[config.mk]
export PLATFORM = sky130hd
export DESIGN_NAME = pe_top
export DESIGN_NICKNAME = d
export VERILOG_FILES = /design/src/source/pe_pkg.sv /design/src/source/pe_apb_regs.sv /design/src/source/pe_control.sv /design/src/source/pe_dsp_lane.sv /design/src/source/pe_top.sv /design/src/source/pe_writeback.sv
export VERILOG_INCLUDE_DIRS = /design/src /design/src/source
export SDC_FILE = /design/constraint.sdc
export NUM_CORES = 2
export LEC_CHECK = 0
export BUFFER_PORTS_ARGS = -buffer_cell sky130_fd_sc_hd__clkbuf_2
export CAP_MARGIN = 30
export CORE_ASPECT_RATIO = 1.1
export CORE_MARGIN = 2
export CORE_UTILIZATION = 45
export CTS_BUF_LIST = sky130_fd_sc_hd__clkbuf_4
export DETAILED_ROUTE_END_ITERATION = 16
export SETUP_SLACK_MARGIN = 0.1
export SLEW_MARGIN = 20
export SYNTH_ARGS = -nofsm -noshare
export SYNTH_HDL_FRONTEND = slang
export SYNTH_SLANG_ARGS = --single-unit
[constraint.sdc]
create_clock -name clk -period 9.8 [get_ports clk]
set_input_delay 1.47 -clock clk [delete_from_list [all_inputs] [get_ports clk]]
set_output_delay 1.47 -clock clk [all_outputs]
set_load 0.05 [all_outputs]
[src/source/pe_macros.svh]
`ifndef PE_MACROS_SVH
`define PE_MACROS_SVH

// datapath geometry
`define PE_LANES      4
`define PE_LANE_W     16
`define PE_VEC_W      (`PE_LANES * `PE_LANE_W)   // full operand vector

// instruction word layout
`define PE_INST_W     32
`define PE_OPC_MSB    31
`define PE_OPC_LSB    29
`define PE_IMM_W      16                         // imm sits in bits 15:0

// apb bus widths
`define PE_APB_AW     8
`define PE_APB_DW     32

`define PE_LANE_LAT   3                          // lane pipeline depth

// register map, byte offsets
`define PE_REG_OPA0   8'h00                      // opa lanes 0-1
`define PE_REG_OPA1   8'h04                      // opa lanes 2-3
`define PE_REG_OPB0   8'h08
`define PE_REG_OPB1   8'h0C
`define PE_REG_INST   8'h10                      // write issues
`define PE_REG_RES0   8'h20
`define PE_REG_RES1   8'h24
`define PE_REG_STATUS 8'h28                      // bit 0 busy, bit 1 done

`endif

[src/source/pe_pkg.sv]
`default_nettype none

package pe_pkg;

    //////////////////////////////////////////////////
    // opcodes
    //////////////////////////////////////////////////

    // 3'b100 and anything else unlisted falls back to load
    typedef enum logic [2:0] {
        OP_LOAD = 3'b000,
        OP_ADD  = 3'b001,
        OP_SUB  = 3'b010,
        OP_MUL  = 3'b011,
        OP_ADDI = 3'b101,
        OP_SUBI = 3'b110,
        OP_MULI = 3'b111
    } opcode_e;

    //////////////////////////////////////////////////
    // dsp slice mode fields
    //////////////////////////////////////////////////

    typedef logic [3:0] alumode_t;  // alu function
    typedef logic [4:0] inmode_t;   // input path control
    typedef logic [6:0] opmode_t;   // x/y/z mux select

    // alumode codes
    localparam alumode_t ALU_ADD = 4'b0000;   // a + b
    localparam alumode_t ALU_SUB = 4'b0011;   // a - b

    // inmode bits
    localparam int unsigned INM_IMM_BIT  = 0; // broadcast imm replaces lane b
    localparam int unsigned INM_MREG_BIT = 4; // multiplier input regs load

    localparam inmode_t INM_NONE = 5'b00000;
    localparam inmode_t INM_IMM  = 5'b00001;
    localparam inmode_t INM_MREG = 5'b10000;

    // opmode codes
    localparam opmode_t OPM_ALU  = 7'b0110011; // alu on a and b
    localparam opmode_t OPM_MULT = 7'b0000101; // multiplier output
    localparam opmode_t OPM_PASS = 7'b0000000; // pass a through

endpackage

`default_nettype wire

[src/source/pe_apb_regs.sv]
`timescale 1ns/1ps
`default_nettype none

`include "pe_macros.svh"

module pe_apb_regs (
    input  wire                    clk,
    input  wire                    reset,
    // apb slave
    input  wire                    psel,
    input  wire                    penable,
    input  wire                    pwrite,
    input  wire  [`PE_APB_AW-1:0]  paddr,
    input  wire  [`PE_APB_DW-1:0]  pwdata,
    output logic [`PE_APB_DW-1:0]  prdata,
    output logic                   pready,
    output logic                   pslverr,
    // from writeback
    input  wire  [`PE_VEC_W-1:0]   result,
    input  wire                    done,
    // to datapath
    output logic [`PE_VEC_W-1:0]   opa,
    output logic [`PE_VEC_W-1:0]   opb,
    output logic [`PE_INST_W-1:0]  inst,
    output logic                   issue,
    output logic                   busy
);

    logic acc;       // access phase
    logic wr;
    logic addr_hit;  // mapped offset
    logic inst_wr;
    logic inst_ok;   // accepted instruction write
    logic done_r;    // sticky, host polls this

    assign acc     = psel & penable;
    assign wr      = acc & pwrite;
    assign inst_wr = wr && (paddr == `PE_REG_INST);
    assign inst_ok = inst_wr && !busy;

    assign pready  = 1'b1;  // zero wait states
    assign pslverr = acc && (!addr_hit || (inst_wr && busy));

    //////////////////////////////////////////////////
    // address decode and readback
    //////////////////////////////////////////////////

    always_comb begin
        addr_hit = 1'b1;
        prdata   = '0;
        case (paddr)
            `PE_REG_OPA0:   prdata = opa[`PE_APB_DW-1:0];
            `PE_REG_OPA1:   prdata = opa[`PE_VEC_W-1:`PE_APB_DW];
            `PE_REG_OPB0:   prdata = opb[`PE_APB_DW-1:0];
            `PE_REG_OPB1:   prdata = opb[`PE_VEC_W-1:`PE_APB_DW];
            `PE_REG_INST:   prdata = inst;
            `PE_REG_RES0:   prdata = result[`PE_APB_DW-1:0];
            `PE_REG_RES1:   prdata = result[`PE_VEC_W-1:`PE_APB_DW];
            `PE_REG_STATUS: prdata = {{(`PE_APB_DW-2){1'b0}}, done_r, busy};
            default:        addr_hit = 1'b0;  // unmapped, slverr
        endcase
    end

    // operand and instruction storage
    always_ff @(posedge clk) begin
        if (wr) begin
            case (paddr)
                `PE_REG_OPA0: opa[`PE_APB_DW-1:0]          <= pwdata;
                `PE_REG_OPA1: opa[`PE_VEC_W-1:`PE_APB_DW]  <= pwdata;
                `PE_REG_OPB0: opb[`PE_APB_DW-1:0]          <= pwdata;
                `PE_REG_OPB1: opb[`PE_VEC_W-1:`PE_APB_DW]  <= pwdata;
                default: ;                                 // res and status are read only
            endcase
        end
        if (inst_ok)
            inst <= pwdata;  // a rejected write keeps the running word
    end

    //////////////////////////////////////////////////
    // issue, busy and done
    //////////////////////////////////////////////////

    always_ff @(posedge clk) begin
        if (reset) begin
            issue  <= 1'b0;
            busy   <= 1'b0;
            done_r <= 1'b0;
        end else begin
            issue <= inst_ok;  // one cycle pulse
            if (inst_ok) begin
                busy   <= 1'b1;
                done_r <= 1'b0;  // cleared by next issue
            end else if (done) begin
                busy   <= 1'b0;
                done_r <= 1'b1;
            end
        end
    end

endmodule

`default_nettype wire

[src/source/pe_control.sv]
`timescale 1ns/1ps
`default_nettype none

`include "pe_macros.svh"

module pe_control import pe_pkg::*; (
    input  wire                          clk,
    input  wire                          reset,
    input  wire                          issue,
    input  wire      [`PE_INST_W-1:0]    inst,
    output alumode_t [`PE_LANES-1:0]     alumode,
    output inmode_t  [`PE_LANES-1:0]     inmode,
    output opmode_t  [`PE_LANES-1:0]     opmode,
    output logic     [`PE_LANES-1:0]     usemult,
    output logic     [`PE_IMM_W-1:0]     imm,
    output logic                         ce_issue,
    output logic                         wb_valid
);

    localparam int unsigned DLY = 1 + `PE_LANE_LAT;  // mode reg + lane stages

    opcode_e     opcode;
    alumode_t    alu_d;
    inmode_t     inm_d;
    opmode_t     opm_d;
    logic        mult_d;
    logic [DLY-1:0] issue_sr;

    assign opcode = opcode_e'(inst[`PE_OPC_MSB:`PE_OPC_LSB]);

    //////////////////////////////////////////////////
    // opcode decode, one lane's worth
    //////////////////////////////////////////////////

    always_comb begin
        // load unless told otherwise
        alu_d  = ALU_ADD;
        inm_d  = INM_NONE;
        opm_d  = OPM_PASS;
        mult_d = 1'b0;
        case (opcode)
            OP_ADD:  opm_d = OPM_ALU;
            OP_SUB: begin
                alu_d = ALU_SUB;
                opm_d = OPM_ALU;
            end
            OP_MUL: begin
                inm_d  = INM_MREG;
                opm_d  = OPM_MULT;
                mult_d = 1'b1;
            end
            OP_ADDI: begin
                inm_d = INM_IMM;    // imm in place of b
                opm_d = OPM_ALU;
            end
            OP_SUBI: begin
                alu_d = ALU_SUB;
                inm_d = INM_IMM;
                opm_d = OPM_ALU;
            end
            OP_MULI: begin
                inm_d  = INM_MREG | INM_IMM;
                opm_d  = OPM_MULT;
                mult_d = 1'b1;
            end
            default: ;              // load, also 3'b100
        endcase
    end

    // same word to every lane, held until next issue
    always_ff @(posedge clk) begin
        if (reset) begin
            alumode <= '0;
            inmode  <= '0;
            opmode  <= '0;
            usemult <= '0;
        end else if (issue) begin
            alumode <= {`PE_LANES{alu_d}};
            inmode  <= {`PE_LANES{inm_d}};
            opmode  <= {`PE_LANES{opm_d}};
            usemult <= {`PE_LANES{mult_d}};
        end
    end

    always_ff @(posedge clk) begin
        if (issue)
            imm <= inst[`PE_IMM_W-1:0];  // broadcast immediate
    end

    // valid delay line, tap 0 starts the lanes
    always_ff @(posedge clk) begin
        if (reset)
            issue_sr <= '0;
        else
            issue_sr <= {issue_sr[DLY-2:0], issue};
    end

    assign ce_issue = issue_sr[0];
    assign wb_valid = issue_sr[DLY-1];  // lines up with lane p

endmodule

`default_nettype wire

[src/source/pe_dsp_lane.sv]
`timescale 1ns/1ps
`default_nettype none

`include "pe_macros.svh"

module pe_dsp_lane import pe_pkg::*; (
    input  wire                      clk,
    input  wire                      reset,
    input  wire                      ce,       // stage 1 capture
    input  wire      [`PE_LANE_W-1:0] a,
    input  wire      [`PE_LANE_W-1:0] b,
    input  wire      [`PE_IMM_W-1:0]  imm,
    input  wire alumode_t             alumode,
    input  wire inmode_t              inmode,
    input  wire opmode_t              opmode,
    input  wire                      usemult,
    output logic     [`PE_LANE_W-1:0] p
);

    logic [`PE_LANE_W-1:0] b_sel;   // b or imm
    logic [`PE_LANE_W-1:0] a1;
    logic [`PE_LANE_W-1:0] b1;
    logic [`PE_LANE_W-1:0] ma1;     // multiplier input regs
    logic [`PE_LANE_W-1:0] mb1;
    alumode_t              alu1;
    opmode_t               opm1;
    logic                  mult1;
    logic [`PE_LANE_W-1:0] prod_lo;
    logic [`PE_LANE_W-1:0] res2_d;
    logic [`PE_LANE_W-1:0] res2;

    assign b_sel = inmode[INM_IMM_BIT] ? imm : b;

    //////////////////////////////////////////////////
    // stage 1 operand and mode capture
    //////////////////////////////////////////////////

    always_ff @(posedge clk) begin
        if (ce) begin
            a1 <= a;
            b1 <= b_sel;
            if (inmode[INM_MREG_BIT]) begin
                ma1 <= a;
                mb1 <= b_sel;
            end
        end
    end

    always_ff @(posedge clk) begin
        if (reset) begin
            alu1  <= ALU_ADD;
            opm1  <= OPM_PASS;   // idle lane acts as load
            mult1 <= 1'b0;
        end else if (ce) begin
            alu1  <= alumode;
            opm1  <= opmode;
            mult1 <= usemult;
        end
    end

    // stage 2 compute
    assign prod_lo = ma1 * mb1;  // low 16 bits kept

    always_comb begin
        if (mult1 && (opm1 == OPM_MULT))
            res2_d = prod_lo;
        else if (opm1 == OPM_ALU)
            res2_d = (alu1 == ALU_SUB) ? a1 - b1 : a1 + b1;  // wraps
        else
            res2_d = a1;
    end

    always_ff @(posedge clk) begin
        res2 <= res2_d;
        p    <= res2;   // stage 3 output reg
    end

endmodule

`default_nettype wire

[src/source/pe_top.sv]
`timescale 1ns/1ps
`default_nettype none

`include "pe_macros.svh"

module pe_top import pe_pkg::*; (
    input  wire                    clk,
    input  wire                    reset,
    input  wire                    psel,
    input  wire                    penable,
    input  wire                    pwrite,
    input  wire  [`PE_APB_AW-1:0]  paddr,
    input  wire  [`PE_APB_DW-1:0]  pwdata,
    output logic [`PE_APB_DW-1:0]  prdata,
    output logic                   pready,
    output logic                   pslverr
);

    logic [`PE_VEC_W-1:0]     opa;
    logic [`PE_VEC_W-1:0]     opb;
    logic [`PE_INST_W-1:0]    inst;
    logic                     issue;
    alumode_t [`PE_LANES-1:0] alumode;
    inmode_t  [`PE_LANES-1:0] inmode;
    opmode_t  [`PE_LANES-1:0] opmode;
    logic     [`PE_LANES-1:0] usemult;
    logic [`PE_IMM_W-1:0]     imm;
    logic                     ce_issue;
    logic                     wb_valid;
    logic [`PE_VEC_W-1:0]     lane_p;
    logic [`PE_VEC_W-1:0]     result;
    logic                     done;

    pe_apb_regs u_regs (
        .clk     (clk),
        .reset   (reset),
        .psel    (psel),
        .penable (penable),
        .pwrite  (pwrite),
        .paddr   (paddr),
        .pwdata  (pwdata),
        .prdata  (prdata),
        .pready  (pready),
        .pslverr (pslverr),
        .result  (result),
        .done    (done),
        .opa     (opa),
        .opb     (opb),
        .inst    (inst),
        .issue   (issue),
        .busy    ()        // host sees it through status
    );

    pe_control u_ctrl (
        .clk      (clk),
        .reset    (reset),
        .issue    (issue),
        .inst     (inst),
        .alumode  (alumode),
        .inmode   (inmode),
        .opmode   (opmode),
        .usemult  (usemult),
        .imm      (imm),
        .ce_issue (ce_issue),
        .wb_valid (wb_valid)
    );

    //////////////////////////////////////////////////
    // simd lanes
    //////////////////////////////////////////////////

    for (genvar i = 0; i < `PE_LANES; i++) begin : g_lane
        pe_dsp_lane u_lane (
            .clk     (clk),
            .reset   (reset),
            .ce      (ce_issue),
            .a       (opa[i*`PE_LANE_W +: `PE_LANE_W]),
            .b       (opb[i*`PE_LANE_W +: `PE_LANE_W]),
            .imm     (imm),                              // same for all lanes
            .alumode (alumode[i]),
            .inmode  (inmode[i]),
            .opmode  (opmode[i]),
            .usemult (usemult[i]),
            .p       (lane_p[i*`PE_LANE_W +: `PE_LANE_W])
        );
    end

    pe_writeback u_wb (
        .clk      (clk),
        .reset    (reset),
        .wb_valid (wb_valid),
        .lane_p   (lane_p),
        .result   (result),
        .done     (done)
    );

endmodule

`default_nettype wire

[src/source/pe_writeback.sv]
`timescale 1ns/1ps
`default_nettype none

`include "pe_macros.svh"

module pe_writeback (
    input  wire                   clk,
    input  wire                   reset,
    input  wire                   wb_valid,  // lane outputs valid this cycle
    input  wire  [`PE_VEC_W-1:0]  lane_p,    // lane 0 in the low bits
    output logic [`PE_VEC_W-1:0]  result,
    output logic                  done
);

    //////////////////////////////////////////////////
    // per lane result capture
    //////////////////////////////////////////////////

    for (genvar i = 0; i < `PE_LANES; i++) begin : g_res
        always_ff @(posedge clk) begin
            if (reset)
                result[i*`PE_LANE_W +: `PE_LANE_W] <= '0;  // res reads zero
            else if (wb_valid)
                result[i*`PE_LANE_W +: `PE_LANE_W] <= lane_p[i*`PE_LANE_W +: `PE_LANE_W];
            // else hold for stable readback
        end
    end

    // done follows the capture by one cycle
    always_ff @(posedge clk) begin
        if (reset)
            done <= 1'b0;
        else
            done <= wb_valid;
    end

endmodule

`default_nettype wire

==> out/metrics.yaml <==
worst_setup_path:
  path_max_fanout: 19
  crit_path_frequent_cell: "clkbuf_2"
  critical_path_arrival_ns: 4.94
  r2r_end: "g_lane[3].u_lane.res2[14]"
  reg2reg_slack_ns: 3.90
  r2r_start: "g_lane[3].u_lane.mb1[1]"
  cpPeakStageDelay_ns: 0.75
  cpMaxStageDelayCell: "or4_1"
  crit_path_start_kind: "primary input"
  rr_worst_depth: 20
  crit_type: "primary input to output port"
  crit_path_start: "paddr[1]"
  endpoint_kind: "output port"
  path_cells: "clkbuf_2, or4_1, nor2_1, nand3b_1, buf_4, o22ai_1, a211oi_1, a21oi_1, clkbuf_2"
  crit_required_ns: 8.33
pwr:
  finalPower_mw: 5.32
  ir_worst_vdd_uv: 105
  power_switching_mw: 1.20
  intPower_mw: 4.13
  clockPowerShare: 0.448
  p_per_area_nw_per_um2: 118
  sequentialPowerShare: 0.537
  leakagePower_nw: 19.2
  combPwrFrac: 0.015
  switching_share: 0.225
timing:
  period_share: 0.654
  rsz0062_at_grt: "no"
  max-slew-margin-rel: 0.318
  skew_ns: 0.0523
  worstMarginPinSlew_ns: 1.02
  setup_tns_ns: 0
  fmax_mhz: 156
  postLayoutSetupSlackWorst_ns: 3.39
  final_hold_viol_count: 0
  setup_violations: 0
  maxSlewViolCount: 0
  post-route-min-period_ns: 6.41
routing:
  viasPerCell: 5.25
  num_vias: 27800
  drtIter0Drc: 2033
  ant_nets: 0
  dr.pass1.iters: 5
  wl_um: 109000
  drc_errors: 0
  wire_per_inst_um: 20.6
clock_network:
  postCtsHoldBufs: 0
  postCtsResizedCells: 0
  path_clk_slew_ns: 0.08
  cts_sinks: 641
  clk_path_buf_depth: 3
  cts_root_buf: "clkbuf_4"
  clk_latency_ns: 1.02
  cts.htree.levels: 4
  cts-buffers-inserted: 164
  cts_tree: "built"
  post_cts_buffers: 0
global_route:
  grt_max_degree: 69
  antenna_found_initial: 21
  grt-ovfl-total: 0
  first_global_vias: 28000
  grtUsageTotal: 0.236
  grt_pass1_wl_um: 167000
synthesis:
  ys_seq_elements: 641
  yosysSeqAreaShare: 0.415
  syn_area_per_cell_um2: 10.8
  synth_top_area_frac: 0.314
  ys_warn_count: 0
  syn_nets: 4469
  yosysMostFrequentCell: "inv_1"
  yosys.area.top_type: "edfxtp_1"
  syn_area_um2: 41400
  syn_inst: 3834
  synth.distinct_cells: 71
  synth_flop_cell: "edfxtp_1"
  synth_edf_count: 432
  async_flop_share: 0
  synth_area_leaders: "edfxtp_1 (31%), fa_1 (16%), dfxtp_1 (10%)"
  yosys-top-cells-count: "inv_1 (555), edfxtp_1 (432), nand2_1 (398)"
placed_design:
  post-place-ws_ns: 3.59
  io_buffers: 77
  place_hpwl_um: 79800
  place_congestion: 0.867
floorplanning:
  die_y_um: 322
  start_util: 0.455
  die_w_um: 293
  row_count: 116
  die-area_um2: 94400
  io_pins: 79
  core_um2: 91000
run_status:
  outcome: "finished, final reports clean"
min_path:
  worstHoldPathType: "flip-flop to flip-flop"
  whs_path_depth: 0
  whs_endpoint: "g_lane[0].u_lane.p[3]"
  hold_start: "g_lane[0].u_lane.res2[3]"
cells_and_area:
  drive_above_1_share: 0.100
  area_growth_pct: 9.37
  final_nets: 4598
job:
  maxCapViolCount: 0
## routing by layer
metal,GRT usage,vias to the layer above,wire [µm]
met2,0.383,858,51500
li1,-,13000,-
met3,0.0509,188,8240
met4,0.0748,26,2620
met5,0,-,160
met1,0.317,13700,46800
## final cells by class
cell class	count	area, µm²
Tap cell	1180	1480
Clock buffer	254	1910
Antenna cell	9	22.5
Fill cell	8289	45700
Inverter	555	2080
Clock inverter	54	317
Timing Repair Buffer	103	623
Sequential cell	641	17200
Multi-Input combinational cell	2498	21700
## placed cells by master (no fill, tap or decap), types with 28 or more instances in the layout
cell,netlist,routed
inv_1,555,555
edfxtp_1,432,432
nand2_1,398,398
fa_1,324,324
and2_1,276,275
ha_1,266,266
clkbuf_4,0,254
dfxtp_1,209,205
nor2_1,205,201
xnor2_1,201,201
mux2i_1,171,171
o21ai_0,152,152
a21oi_1,96,96
clkbuf_2,0,75
xor2_1,66,66
nor3_1,42,39
o221ai_1,33,33
clkinv_1,0,33
a21o_1,28,28
## registers in the layout (all words and copies together) (netlist names), 64 cells and up
signal	cells
u_wb.result	64
g_lane.u_lane.b1	64
g_lane.u_lane.ma1	64
g_lane.u_lane.a1	64
u_regs.opb	64
u_regs.opa	64
g_lane.u_lane.mb1	64
g_lane.u_lane.p	64
g_lane.u_lane.res2	64
## metrics by stage
| stage | util | std cells | area, µm² | hold slack [ns] |
|---|---|---|---|---|
| detailed placement | 0.472 | 4975 | 43000 | 0.312 |
| finish | 0.497 | 5294 | 45300 | 0.310 |
| CTS | 0.497 | 5283 | 45200 | 0.308 |
| global route | 0.497 | 5287 | 45200 | 0.310 |
| global placement | 0.472 | 4974 | 42900 | 0.310 |
| floorplan | - | 3834 | 41400 | 0.310 |
## power by group through the flow
| stage | logic (mW) | registers [mW] | clock network, mW |
|---|---|---|---|
| final | 0.0783 | 2.86 | 2.39 |
| after floorplan | 0.0419 | 2.92 | 0 |
| after global placement | 0.0759 | 2.92 | 0 |
| after CTS | 0.0761 | 2.86 | 2.45 |
| after detailed placement | 0.0760 | 2.92 | 0 |
| after global routing | 0.0818 | 2.86 | 2.58 |
## cell families after synthesis
group | share of synthesized area
buffers and inverters | 0.0631
AOI/OAI and AO/OA | 0.0706
and+or+nand+nor | 0.116
muxes | 0.0414
adders and majority gates | 0.237
other | 0.0000906
xor gates and xnor gates | 0.0565
DFF | 0.415
## critical path, delay by kind of cell
kind,cells,cell delay (ns)
compound gates,3,0.74
buf+inv,3,1.03
simple gates,3,1.68
## how the worst max path moves through the flow
stage	to	slack, ns
finish	prdata[16]	3.39
global route	prdata[16]	3.39
CTS	prdata[16]	3.59
detailed placement	prdata[16]	3.59
global placement	prdata[16]	3.63
floorplan	g_lane[0].u_lane.ma1[0]	2.87
No activity file was read; power rests on OpenSTA's default activity.
